**src/verilog/cpu_pkg.sv**
```systemverilog
`default_nettype none

package cpu_pkg;

    localparam int data_width     = 16;
    localparam int addr_width     = 9;    // Same as the direct-address field
    localparam int reg_addr_width = 4;
    localparam int num_regs       = 16;

    // Register format with bit 12 set
    localparam logic [3:0] reg_move = 4'b0010;

    // Instruction bits 15..13
    typedef enum logic [2:0]
    {
        op_load     = 3'b000,
        op_jump     = 3'b001,
        op_store    = 3'b010,
        op_load_imm = 3'b011,
        op_branch   = 3'b100,
        op_add_imm  = 3'b101,
        op_sub_imm  = 3'b110,
        op_reg      = 3'b111
    } opcode_e;

    // Code 2 unused
    typedef enum logic [3:0]
    {
        alu_add = 4'd0,
        alu_sub = 4'd1,
        alu_and = 4'd3,
        alu_or  = 4'd4,
        alu_xor = 4'd5,
        alu_not = 4'd6,
        alu_neg = 4'd7,
        alu_cmp = 4'd8
    } alu_op_e;

    typedef enum logic [1:0]
    {
        cond_eq,
        cond_ne,
        cond_lt,
        cond_gt
    } branch_cond_e;

    typedef enum logic [1:0]
    {
        bus_idle,
        bus_fetch,
        bus_data
    } bus_state_e;

endpackage

`default_nettype wire
```
**src/verilog/cpu_top.sv**
```systemverilog
`default_nettype none

module cpu_top
    import cpu_pkg::*;
(
    input  logic                  clk,
    input  logic                  rst,
    input  logic [data_width-1:0] mem_data_out,
    input  logic                  mem_cplt,
    output logic [addr_width-1:0] mem_addr,
    output logic [data_width-1:0] mem_data_in,
    output logic                  mem_r_en,
    output logic                  mem_w_en
);

    // Fetch path
    logic                      fetch_req;
    logic [addr_width-1:0]     fetch_addr;
    logic                      fetch_done;
    logic [data_width-1:0]     instr;
    logic                      resolve;
    logic                      taken;
    logic [addr_width-1:0]     target;

    // Stage 0
    logic                      s0_valid;
    logic [data_width-1:0]     s0_instr;
    logic [addr_width-1:0]     s0_pc;
    logic                      s0_take;

    // Register file
    logic [reg_addr_width-1:0] rd_addr_a;
    logic [reg_addr_width-1:0] rd_addr_b;
    logic [data_width-1:0]     rd_data_a;
    logic [data_width-1:0]     rd_data_b;
    logic                      wr_en;
    logic [reg_addr_width-1:0] wr_addr;
    logic [data_width-1:0]     wr_data;

    // Stage 1
    logic                      s1_valid;
    logic [data_width-1:0]     s1_op_a;
    logic [data_width-1:0]     s1_op_b;
    alu_op_e                   s1_alu_op;
    logic [reg_addr_width-1:0] s1_rd;
    logic                      s1_wr_en;
    logic                      s1_mem_rd;
    logic                      s1_mem_wr;
    logic [addr_width-1:0]     s1_addr;
    logic                      s1_jump;
    logic                      s1_branch;
    branch_cond_e              s1_cond;
    logic                      s1_take;

    // Stage 2 and ALU
    logic                      s2_valid;
    logic [reg_addr_width-1:0] s2_rd;
    logic                      s2_wr_en;
    logic [data_width-1:0]     result;
    logic                      equal;
    logic                      less;
    logic                      greater;
    logic                      cmp_en;

    fetch_unit u_fetch_unit (.*);

    decode_stage u_decode_stage (.*);

    reg_file u_reg_file (.*);

    alu u_alu
    (
        .op_a   (s1_op_a),
        .op_b   (s1_op_b),
        .alu_op (s1_alu_op),
        .*
    );

    mem_stage u_mem_stage (.*);

endmodule

`default_nettype wire

```
**src/verilog/mem_stage.sv**
```systemverilog
`default_nettype none

module mem_stage
    import cpu_pkg::*;
(
    input  logic                      clk,
    input  logic                      rst,
    input  logic                      s1_valid,
    input  alu_op_e                   s1_alu_op,
    input  logic [reg_addr_width-1:0] s1_rd,
    input  logic                      s1_wr_en,
    input  logic                      s1_mem_rd,
    input  logic                      s1_mem_wr,
    input  logic [addr_width-1:0]     s1_addr,
    input  logic                      s1_jump,
    input  logic                      s1_branch,
    input  branch_cond_e              s1_cond,
    input  logic [data_width-1:0]     result,
    input  logic                      equal,
    input  logic                      less,
    input  logic                      greater,
    input  logic                      fetch_req,
    input  logic [addr_width-1:0]     fetch_addr,
    input  logic [data_width-1:0]     mem_data_out,
    input  logic                      mem_cplt,
    output logic                      s1_take,
    output logic                      cmp_en,
    output logic                      fetch_done,
    output logic [data_width-1:0]     instr,
    output logic                      resolve,
    output logic                      taken,
    output logic [addr_width-1:0]     target,
    output logic                      s2_valid,
    output logic [reg_addr_width-1:0] s2_rd,
    output logic                      s2_wr_en,
    output logic                      wr_en,
    output logic [reg_addr_width-1:0] wr_addr,
    output logic [data_width-1:0]     wr_data,
    output logic [addr_width-1:0]     mem_addr,
    output logic [data_width-1:0]     mem_data_in,
    output logic                      mem_r_en,
    output logic                      mem_w_en
);

    bus_state_e            state;
    logic                  s2_mem_rd;
    logic                  s2_mem_wr;
    logic [addr_width-1:0] s2_addr;
    logic [data_width-1:0] s2_data;
    logic                  s2_mem;
    logic                  retire;
    logic                  cond_met;

    assign s2_mem  = s2_mem_rd || s2_mem_wr;
    assign retire  = s2_valid && (!s2_mem || (state == bus_data && mem_cplt));
    assign s1_take = s1_valid && (!s2_valid || retire);
    assign cmp_en  = s1_take && (s1_alu_op == alu_cmp);

    always_comb
    begin
        case (s1_cond)
            cond_eq: cond_met = equal;
            cond_ne: cond_met = !equal;
            cond_lt: cond_met = less;
            cond_gt: cond_met = greater;
        endcase
    end

    always_ff @(posedge clk or posedge rst)
    begin
        if (rst)
        begin
            s2_valid <= 1'b0;
            resolve  <= 1'b0;
            taken    <= 1'b0;
        end
        else
        begin
            // One-cycle pulse as the control instruction lands in stage 2
            resolve <= s1_take && (s1_jump || s1_branch);
            taken   <= s1_take && (s1_jump || (s1_branch && cond_met));
            if (s1_take)
                s2_valid <= 1'b1;
            else if (retire)
                s2_valid <= 1'b0;
        end
    end

    always_ff @(posedge clk)
    begin
        if (s1_take)
        begin
            s2_rd     <= s1_rd;
            s2_wr_en  <= s1_wr_en;
            s2_mem_rd <= s1_mem_rd;
            s2_mem_wr <= s1_mem_wr;
            s2_addr   <= s1_addr;
            s2_data   <= result;
        end
    end

    // Data access wins over fetch, one idle cycle between accesses
    always_ff @(posedge clk or posedge rst)
    begin
        if (rst)
            state <= bus_idle;
        else
        begin
            case (state)
                bus_idle:
                begin
                    if (s2_valid && s2_mem)
                        state <= bus_data;
                    else if (fetch_req)
                        state <= bus_fetch;
                end
                default:
                begin
                    if (mem_cplt)
                        state <= bus_idle;
                end
            endcase
        end
    end

    assign mem_addr    = (state == bus_data) ? s2_addr : fetch_addr;
    assign mem_data_in = s2_data;
    assign mem_r_en    = (state == bus_fetch) || (state == bus_data && s2_mem_rd);
    assign mem_w_en    = (state == bus_data) && s2_mem_wr;

    assign fetch_done = (state == bus_fetch) && mem_cplt;
    assign instr      = mem_data_out;
    assign target     = s2_addr;

    assign wr_en   = retire && s2_wr_en;
    assign wr_addr = s2_rd;
    assign wr_data = s2_mem_rd ? mem_data_out : s2_data;

    // Enables and address hold until completion, then drop for a cycle
    assert property (@(posedge clk) disable iff (rst)
        ((mem_r_en || mem_w_en) && !mem_cplt) |=> $stable({mem_r_en, mem_w_en, mem_addr}))
        else $error("bus request changed before completion");

    assert property (@(posedge clk) disable iff (rst)
        mem_cplt |=> !(mem_r_en || mem_w_en))
        else $error("bus enable still high after completion");

endmodule

`default_nettype wire

```
**src/verilog/alu.sv**
```systemverilog
`default_nettype none

module alu
    import cpu_pkg::*;
(
    input  logic                  clk,
    input  logic                  rst,
    input  logic [data_width-1:0] op_a,
    input  logic [data_width-1:0] op_b,
    input  alu_op_e               alu_op,
    input  logic                  cmp_en,
    output logic [data_width-1:0] result,
    output logic                  equal,
    output logic                  less,
    output logic                  greater
);

    always_comb
    begin
        case (alu_op)
            alu_add: result = op_a + op_b;
            alu_sub: result = op_a - op_b;
            alu_and: result = op_a & op_b;
            alu_or:  result = op_a | op_b;
            alu_xor: result = op_a ^ op_b;
            alu_not: result = ~op_a;
            alu_neg: result = -op_a;
            alu_cmp: result = op_a - op_b;    // Not written back
            default: result = '0;
        endcase
    end

    // Flags live until the next compare
    always_ff @(posedge clk or posedge rst)
    begin
        if (rst)
        begin
            equal   <= 1'b0;
            less    <= 1'b0;
            greater <= 1'b0;
        end
        else if (cmp_en)
        begin
            equal   <= (op_a == op_b);
            less    <= (op_a < op_b);     // Unsigned
            greater <= (op_a > op_b);
        end
    end

endmodule

`default_nettype wire

```
**src/verilog/reg_file.sv**
```systemverilog
`default_nettype none

module reg_file
    import cpu_pkg::*;
(
    input  logic                      clk,
    input  logic                      rst,
    input  logic [reg_addr_width-1:0] rd_addr_a,
    input  logic [reg_addr_width-1:0] rd_addr_b,
    input  logic                      wr_en,
    input  logic [reg_addr_width-1:0] wr_addr,
    input  logic [data_width-1:0]     wr_data,
    output logic [data_width-1:0]     rd_data_a,
    output logic [data_width-1:0]     rd_data_b
);

    logic [data_width-1:0] regs [num_regs];

    always_ff @(posedge clk or posedge rst)
    begin
        if (rst)
            regs <= '{default: '0};
        else if (wr_en)
            regs[wr_addr] <= wr_data;
    end

    // No bypass
    assign rd_data_a = regs[rd_addr_a];
    assign rd_data_b = regs[rd_addr_b];

endmodule

`default_nettype wire

```
**src/verilog/decode_stage.sv**
```systemverilog
`default_nettype none

module decode_stage
    import cpu_pkg::*;
(
    input  logic                      clk,
    input  logic                      rst,
    input  logic                      s0_valid,
    input  logic [data_width-1:0]     s0_instr,
    input  logic [addr_width-1:0]     s0_pc,
    input  logic [data_width-1:0]     rd_data_a,
    input  logic [data_width-1:0]     rd_data_b,
    input  logic                      s1_take,
    input  logic                      s2_valid,
    input  logic [reg_addr_width-1:0] s2_rd,
    input  logic                      s2_wr_en,
    output logic                      s0_take,
    output logic [reg_addr_width-1:0] rd_addr_a,
    output logic [reg_addr_width-1:0] rd_addr_b,
    output logic                      s1_valid,
    output logic [data_width-1:0]     s1_op_a,
    output logic [data_width-1:0]     s1_op_b,
    output alu_op_e                   s1_alu_op,
    output logic [reg_addr_width-1:0] s1_rd,
    output logic                      s1_wr_en,
    output logic                      s1_mem_rd,
    output logic                      s1_mem_wr,
    output logic [addr_width-1:0]     s1_addr,
    output logic                      s1_jump,
    output logic                      s1_branch,
    output branch_cond_e              s1_cond
);

    opcode_e               opcode;
    logic [data_width-1:0] op_a_dec;
    logic [data_width-1:0] op_b_dec;
    alu_op_e               alu_op_dec;
    logic [addr_width-1:0] addr_dec;
    logic                  wr_en_dec;
    logic                  mem_rd_dec;
    logic                  mem_wr_dec;
    logic                  jump_dec;
    logic                  branch_dec;
    logic                  use_a;
    logic                  use_b;
    logic                  hit_a;
    logic                  hit_b;
    logic                  hazard;

    assign opcode    = opcode_e'(s0_instr[15:13]);
    assign rd_addr_a = s0_instr[reg_addr_width-1:0];     // Destination, also first source
    assign rd_addr_b = s0_instr[reg_addr_width+3:4];

    always_comb
    begin
        op_a_dec   = '0;
        op_b_dec   = '0;
        alu_op_dec = alu_add;
        addr_dec   = s0_instr[12:4];
        wr_en_dec  = 1'b0;
        mem_rd_dec = 1'b0;
        mem_wr_dec = 1'b0;
        jump_dec   = 1'b0;
        branch_dec = 1'b0;
        use_a      = 1'b0;
        use_b      = 1'b0;

        case (opcode)
            op_load:
            begin
                mem_rd_dec = 1'b1;
                wr_en_dec  = 1'b1;
            end
            op_store:
            begin
                op_a_dec   = rd_data_a;    // Passes through the ALU unchanged
                mem_wr_dec = 1'b1;
                use_a      = 1'b1;
            end
            op_jump:
            begin
                // Offset wraps modulo memory size, low bits suffice
                addr_dec = s0_pc + s0_instr[addr_width-1:0];
                jump_dec = 1'b1;
            end
            op_branch:
            begin
                addr_dec   = s0_pc + s0_instr[addr_width-1:0];
                branch_dec = 1'b1;
            end
            op_load_imm:
            begin
                // Replace one byte, keep the other
                op_a_dec  = s0_instr[12] ? {s0_instr[11:4], rd_data_a[7:0]}
                                         : {rd_data_a[15:8], s0_instr[11:4]};
                wr_en_dec = 1'b1;
                use_a     = 1'b1;
            end
            op_add_imm,
            op_sub_imm:
            begin
                op_a_dec   = rd_data_a;
                op_b_dec   = data_width'(s0_instr[12:4]);
                alu_op_dec = (opcode == op_sub_imm) ? alu_sub : alu_add;
                wr_en_dec  = 1'b1;
                use_a      = 1'b1;
            end
            op_reg:
            begin
                op_a_dec = rd_data_a;
                op_b_dec = rd_data_b;
                if (!s0_instr[12])
                begin
                    case (s0_instr[11:8])
                        alu_add, alu_sub, alu_and, alu_or, alu_xor, alu_cmp:
                        begin
                            alu_op_dec = alu_op_e'(s0_instr[11:8]);
                            wr_en_dec  = (s0_instr[11:8] != alu_cmp);
                            use_a      = 1'b1;
                            use_b      = 1'b1;
                        end
                        alu_not, alu_neg:
                        begin
                            alu_op_dec = alu_op_e'(s0_instr[11:8]);
                            wr_en_dec  = 1'b1;
                            use_a      = 1'b1;
                        end
                        default:
                            wr_en_dec = 1'b0;    // Unused code runs as a no-op
                    endcase
                end
                else if (s0_instr[11:8] == reg_move)
                begin
                    op_a_dec  = rd_data_b;
                    op_b_dec  = '0;
                    wr_en_dec = 1'b1;
                    use_b     = 1'b1;
                end
            end
        endcase
    end

    // Read-after-write against writes still in flight
    assign hit_a  = (s1_valid && s1_wr_en && s1_rd == rd_addr_a) ||
                    (s2_valid && s2_wr_en && s2_rd == rd_addr_a);
    assign hit_b  = (s1_valid && s1_wr_en && s1_rd == rd_addr_b) ||
                    (s2_valid && s2_wr_en && s2_rd == rd_addr_b);
    assign hazard = (use_a && hit_a) || (use_b && hit_b);

    assign s0_take = s0_valid && !hazard && (!s1_valid || s1_take);

    always_ff @(posedge clk or posedge rst)
    begin
        if (rst)
            s1_valid <= 1'b0;
        else if (s0_take)
            s1_valid <= 1'b1;
        else if (s1_take)
            s1_valid <= 1'b0;
    end

    always_ff @(posedge clk)
    begin
        if (s0_take)
        begin
            s1_op_a   <= op_a_dec;
            s1_op_b   <= op_b_dec;
            s1_alu_op <= alu_op_dec;
            s1_rd     <= s0_instr[reg_addr_width-1:0];
            s1_wr_en  <= wr_en_dec;
            s1_mem_rd <= mem_rd_dec;
            s1_mem_wr <= mem_wr_dec;
            s1_addr   <= addr_dec;    // Target for jumps and branches
            s1_jump   <= jump_dec;
            s1_branch <= branch_dec;
            s1_cond   <= branch_cond_e'(s0_instr[12:11]);
        end
    end

    // A stage 1 entry never asks for both bus directions
    assert property (@(posedge clk) disable iff (rst)
        s1_valid |-> !(s1_mem_rd && s1_mem_wr))
        else $error("stage 1 holds a load and a store at once");

endmodule

`default_nettype wire

```
**src/verilog/fetch_unit.sv**
```systemverilog
`default_nettype none

module fetch_unit
    import cpu_pkg::*;
(
    input  logic                  clk,
    input  logic                  rst,
    input  logic                  fetch_done,
    input  logic [data_width-1:0] instr,
    input  logic                  s0_take,
    input  logic                  resolve,
    input  logic                  taken,
    input  logic [addr_width-1:0] target,
    output logic                  fetch_req,
    output logic [addr_width-1:0] fetch_addr,
    output logic                  s0_valid,
    output logic [data_width-1:0] s0_instr,
    output logic [addr_width-1:0] s0_pc
);

    logic [addr_width-1:0] pc;
    logic                  ctrl_pend;    // Jump or branch past stage 0, not yet resolved
    logic                  s0_is_ctrl;
    logic                  hold;
    opcode_e               s0_op;

    assign s0_op      = opcode_e'(s0_instr[15:13]);
    assign s0_is_ctrl = (s0_op == op_jump) || (s0_op == op_branch);
    assign hold       = ctrl_pend || (s0_valid && s0_is_ctrl);
    assign fetch_req  = !hold && (!s0_valid || s0_take);
    assign fetch_addr = pc;

    always_ff @(posedge clk or posedge rst)
    begin
        if (rst)
        begin
            pc        <= '0;
            ctrl_pend <= 1'b0;
            s0_valid  <= 1'b0;
        end
        else
        begin
            // pc already points past the control instruction when not taken
            if (fetch_done)
                pc <= pc + 1'b1;
            else if (resolve && taken)
                pc <= target;

            if (resolve)
                ctrl_pend <= 1'b0;
            else if (s0_take && s0_is_ctrl)
                ctrl_pend <= 1'b1;

            if (fetch_done)
                s0_valid <= 1'b1;
            else if (s0_take)
                s0_valid <= 1'b0;
        end
    end

    always_ff @(posedge clk)
    begin
        if (fetch_done)
        begin
            s0_instr <= instr;
            s0_pc    <= pc;    // Own address, base for jump offsets
        end
    end

    // Fetch stays quiet from stage 0 until mem_stage resolves the jump or branch
    assert property (@(posedge clk) disable iff (rst)
        (s0_valid && s0_is_ctrl) |-> (!fetch_req until_with resolve))
        else $error("fetch request while a jump or branch is unresolved");

endmodule

`default_nettype wire

```
**config.mk**
```make
export PLATFORM = sky130hd
export DESIGN_NAME = cpu_top
export DESIGN_NICKNAME = d
export VERILOG_FILES = /design/src/verilog/cpu_pkg.sv /design/src/verilog/cpu_top.sv /design/src/verilog/mem_stage.sv /design/src/verilog/alu.sv /design/src/verilog/reg_file.sv /design/src/verilog/decode_stage.sv /design/src/verilog/fetch_unit.sv
export SDC_FILE = /design/constraint.sdc
export NUM_CORES = 1
export LEC_CHECK = 0
export BUFFER_PORTS_ARGS = -buffer_cell sky130_fd_sc_hd__buf_2
export CORE_MARGIN = 2
export CORE_UTILIZATION = 45
export CTS_CLUSTER_SIZE = 25
export DETAILED_ROUTE_END_ITERATION = 10
export HOLD_SLACK_MARGIN = 0.05
export PLACE_DENSITY = 0.71
export SLEW_MARGIN = 20
export SYNTH_ARGS = -nofsm -noshare
export SYNTH_HDL_FRONTEND = slang
export SYNTH_SLANG_ARGS = --single-unit
```
**constraint.sdc**
```tcl
create_clock -name clk -period 9.4 [get_ports clk]
set_input_delay 1.41 -clock clk [delete_from_list [all_inputs] [get_ports clk]]
set_output_delay 1.41 -clock clk [all_outputs]
set_load 0.05 [all_outputs]
```
==> parameters.txt <==
Parameter                              Value

Clocking
  H-tree depth reported by CTS ... 2
  PostCTS Resize Cnt ... 0
  TritonCTS Sinks ... around 390
  Worst skew pair latency ... ~0.57 ns
  Max Root-Sink Buffers ... 3
  Setup repair bufs after CTS ... 0
  Num CTS Buffers ... 42
  Clock tree from TritonCTS ... yes
  CTS Hold Bufs ... 0
  Clock edge transition at the registers on the reported setup and hold paths ... 0.06 ns
  CTS root buf ... sky130_fd_sc_hd__clkbuf_16

Floorplan
  Top-Level Pins ... 46
  Initial Util ... 45.43%
  Total Die Area ... approximately 0.050 sq mm
  Die boundary height ... about 220 microns
  Number of placement rows ... 80
  Floorplan die width ... 223.3 microns
  Area of the core region ... 0.04765 sq mm

Routing
  Post-detailed-route count of antenna-violating nets ... 0
  Drt first-iter violations ... approximately 1700
  Vias per inst ... about 6.2
  Drt drc ... 0
  Detailed Routing Iterations Pass 1 ... 6
  Vias after detailed routing ... between 15000 and 20000
  Routed wirelength normalized by instance count ... 23.45 microns
  Routed WL ... roughly 61 mm

Global routing
  Via count of the first global-routing pass ... approximately 16000
  Layer with the highest usage after global routing ... met2
  GRT met1 Usage ... 32.85%
  Met2 track demand over resource ... a little over 40%
  Global routing usage on met3 ... 4.254%
  Global-route wire length before repair ... about 96 mm
  Maximum number of pins on one net before global-route repair ... around 150
  Overall routing resource usage ... between 20% and 30%
  Sum of overflow across all layers after global routing ... 0
  Initial antenna violation count ... 0

Logic synthesis
  Area fraction in compound gates after synthesis ... 13.61%
  Area share of fa/ha/maj cells after synthesis ... under 10%
  Most frequently used flop master after synthesis ... sky130_fd_sc_hd__dfrtp_1
  Dominant combinational cell family by area after synthesis ... multiplexers
  EDFF count, synth ... around 110
  Async set-or-reset flop fraction in the synthesized netlist ... 70.95%
  Netlist cell types ... 73
  Fraction of synthesized cell area in xor and xnor cells ... 1.619%
  Basic-gate share of the synthesized area counting and, or, nand and nor cells ... 11.65%
  Synth Register Bits ... between 300 and 400
  Warning count from the yosys run ... 0
  Synth Area per Inst ... approximately 11 sq um
  Net count of the mapped netlist ... about 2000
  Post-synthesis instance area ... between 0.02 and 0.025 sq mm
  Part of the Yosys area used for sequential elements ... 47.59%
  Share of synthesized area spent on multiplexers ... 17.86%
  Post-synthesis cell count ... 1958

Timing
  Clock period minus worst slack ... ~3.8 ns
  Unrepaired setup endpoints after global routing ... no
  Worst-case headroom to the max-slew limit ... 28.89%
  Measured slew at the worst slew-check pin ... 1.046 ns
  Pins Over Slew Limit ... 0
  Hold Violations, Final ... 0
  Largest clock skew in the final design ... 0.01450 ns
  Max Clock Freq ... 0.2658 GHz
  Count of final setup violators ... 0
  Setup TNS after final layout ... 0 ns
  Setup WS post-layout ... between 5 and 6 ns
  Final worst path period share ... approximately two fifths

Critical path
  Origin of the critical flop-to-flop path ... u_fetch_unit.s0_instr[0]
  Crit. path cell count ... 6
  R2R Setup Slk ... between 5 and 6 ns
  Worst r2r path cells ... 6
  Critical Path Max Stage Delay ... between 0.9 and 1 ns
  Endpoint of the lowest-slack register-to-register path ... u_decode_stage.s1_op_a[6]
  Count of buffer and inverter cells on the critical path ... 2
  Cell with the largest stage delay on the worst path ... sky130_fd_sc_hd__edfxtp_1
  Maximum net fanout on the critical path ... 35
  Chain of cells forming the critical path ... buf_4 > buf_4 > mux4_2 > mux4_2 > a22oi_1 > o21ai_0
  CP required ... 9.72 ns
  Top Family by Delay on Critical Path ... buffers and inverters
  Worst setup path category ... reg2reg
  Critical path capture point ... u_decode_stage.s1_op_a[6]
  Critical Path Source Type ... register
  Origin of the worst setup path ... u_fetch_unit.s0_instr[0]
  Arrival time at the worst endpoint ... 4.08 ns
  Capturing element type of the critical path ... register

Final layout
  Commonest cells after routing, fill and taps aside ... sky130_fd_sc_hd__dfrtp_1 (276), sky130_fd_sc_hd__nor2_1 (221), sky130_fd_sc_hd__a21oi_1 (217), sky130_fd_sc_hd__nand2_1 (178), sky130_fd_sc_hd__mux4_2 (156)
  Number of nets in the layout ... approximately 2000
  Final non-filler cell total ... approximately 2600
  Layout Area Growth over Synthesis ... 9.989%
  Share of the core filled with cells ... between 40% and 50%
  Most common cell after layout, fill and taps aside ... sky130_fd_sc_hd__dfrtp_1
  Fin area ... approximately 0.024 sq mm
  Antenna diode instance count ... 0
  Share of final-layout standard cells stronger than drive strength 1 ... a little under a fifth

Place
  GPL Wtd Cong ... between 0.9 and 1
  Number of buffers inserted by port buffering ... 45
  DP Wirelength ... roughly 40 mm
  Placed cell count ... approximately 2500
  Instance area at placement ... between 0.02 and 0.025 sq mm
  Worst slack, placed ... between 5 and 6 ns

Power
  Static Leakage ... a little under 10 nW
  Power per Cell Area ... approximately 340 mW/mm^2
  Worst IR drop on VDD ... roughly 0.13 mV

Hold path
  Class of the worst hold path ... reg2reg
  Worst hold path cell count ... 0

Job
  MaxCap Viol Count ... 0

Status
  Outcome ... finished clean
[through the flow]
stage	total power (W)	hold WS (ns)
2_1_floorplan	0.005357	0.4003
6_report	0.008000	0.4172
3_5_place_dp	0.006300	0.4045
5_1_grt	0.008462	0.4289
3_3_place_gp	0.006164	0.4024
4_1_cts	0.007977	0.4198
[worst register-to-register path, cell delays in order, from the launching register on]
cell,delay [ns]
sky130_fd_sc_hd__edfxtp_1,0.92
sky130_fd_sc_hd__buf_4,0.51
sky130_fd_sc_hd__buf_4,0.66
sky130_fd_sc_hd__mux4_2,0.64
sky130_fd_sc_hd__mux4_2,0.51
sky130_fd_sc_hd__a22oi_1,0.16
sky130_fd_sc_hd__o21ai_0,0.12
[power breakdown]
group | switching [W] | internal (W) | total [W]
registers | 0.000668 | 0.00254 | 0.00321
logic | 0.00180 | 0.00134 | 0.00314
clock network | 0.000683 | 0.000970 | 0.00165
[sequential cells by signal, indices dropped and copies added, names as in the netlist, 2 cells and up]
name and flops:
u_mem_stage.state 2, u_decode_stage.s1_addr 9, u_reg_file.regs 256, u_decode_stage.s1_rd 4, u_mem_stage.target 9, u_decode_stage.s1_cond 2
u_decode_stage.s1_op_b 16, u_fetch_unit.fetch_addr 9, u_mem_stage.s2_rd 4, u_decode_stage.s1_op_a 16, u_fetch_unit.s0_instr 16, u_decode_stage.s1_alu_op 4
u_fetch_unit.s0_pc 9, u_mem_stage.mem_data_in 16
[cells by family after synthesis]
group                    count (synthesis)
flip-flops                             389
buffers and inverters                  215
adder cells (fa/ha/maj)                 61
multiplexers                           190
AND/OR/NAND/NOR                        555
AO/OA/AOI/OAI                          508
XOR/XNOR                                40
[how the worst min path moves through the flow]
stage,from,to,slack (ns)
2_1_floorplan,u_decode_stage.s1_mem_rd,u_mem_stage.s2_mem_rd,0.40
3_3_place_gp,u_decode_stage.s1_addr[7],u_mem_stage.target[7],0.40
3_5_place_dp,u_decode_stage.s1_addr[3],u_mem_stage.target[3],0.40
4_1_cts,u_decode_stage.s1_addr[3],u_mem_stage.target[3],0.42
5_1_grt,u_decode_stage.s1_addr[6],u_mem_stage.target[6],0.43
6_report,u_decode_stage.s1_addr[3],u_mem_stage.target[3],0.42
[routing by layer]
layer / routed length (microns) / up-vias
li1: - / 7174
met1: 24030 / 8073
met2: 29140 / 749
met3: 4721 / 165
met4: 2753 / 0
met5: 0 / -
[cell usage after synthesis, types with 8 or more instances]
cell | number | share of area, %
sky130_fd_sc_hd__a31oi_1 | 10 | 0.29
sky130_fd_sc_hd__o211ai_1 | 14 | 0.49
sky130_fd_sc_hd__nor3_1 | 20 | 0.46
sky130_fd_sc_hd__ha_1 | 58 | 3.4
sky130_fd_sc_hd__nor2b_1 | 14 | 0.40
sky130_fd_sc_hd__mux2_2 | 10 | 0.52
sky130_fd_sc_hd__a21oi_1 | 218 | 5.0
sky130_fd_sc_hd__dfrtp_1 | 276 | 32
sky130_fd_sc_hd__and2_1 | 8 | 0.23
sky130_fd_sc_hd__and3_1 | 12 | 0.35
sky130_fd_sc_hd__edfxtp_1 | 113 | 16
sky130_fd_sc_hd__inv_1 | 63 | 1.1
sky130_fd_sc_hd__clkbuf_1 | 102 | 1.8
sky130_fd_sc_hd__a221oi_1 | 17 | 0.69
sky130_fd_sc_hd__nand2_1 | 178 | 3.1
sky130_fd_sc_hd__nand2b_1 | 16 | 0.46
sky130_fd_sc_hd__xnor2_1 | 27 | 1.1
sky130_fd_sc_hd__o31ai_1 | 8 | 0.28
sky130_fd_sc_hd__mux2i_1 | 24 | 1.1
sky130_fd_sc_hd__nor2_1 | 222 | 3.9
sky130_fd_sc_hd__mux4_2 | 156 | 16
sky130_fd_sc_hd__xor2_1 | 13 | 0.53
sky130_fd_sc_hd__nor4_1 | 8 | 0.23
sky130_fd_sc_hd__nand3_1 | 28 | 0.65
sky130_fd_sc_hd__o21ai_0 | 154 | 3.6
sky130_fd_sc_hd__nand4_1 | 12 | 0.35
sky130_fd_sc_hd__a22o_1 | 8 | 0.32
sky130_fd_sc_hd__buf_2 | 41 | 0.95
sky130_fd_sc_hd__o22ai_1 | 11 | 0.32
sky130_fd_sc_hd__a22oi_1 | 17 | 0.59
[area by class of cell]
class	count	area [sq um]
fillers	4112	23840
clock buffers	56	1145
clock inverters	19	217.7
multi-input cells	1354	10560
repair buffers	90	563.0
well taps	615	769.5
flip-flops and latches	389	10300
inverters	63	249.0
(Power assumes the default switching activity.)
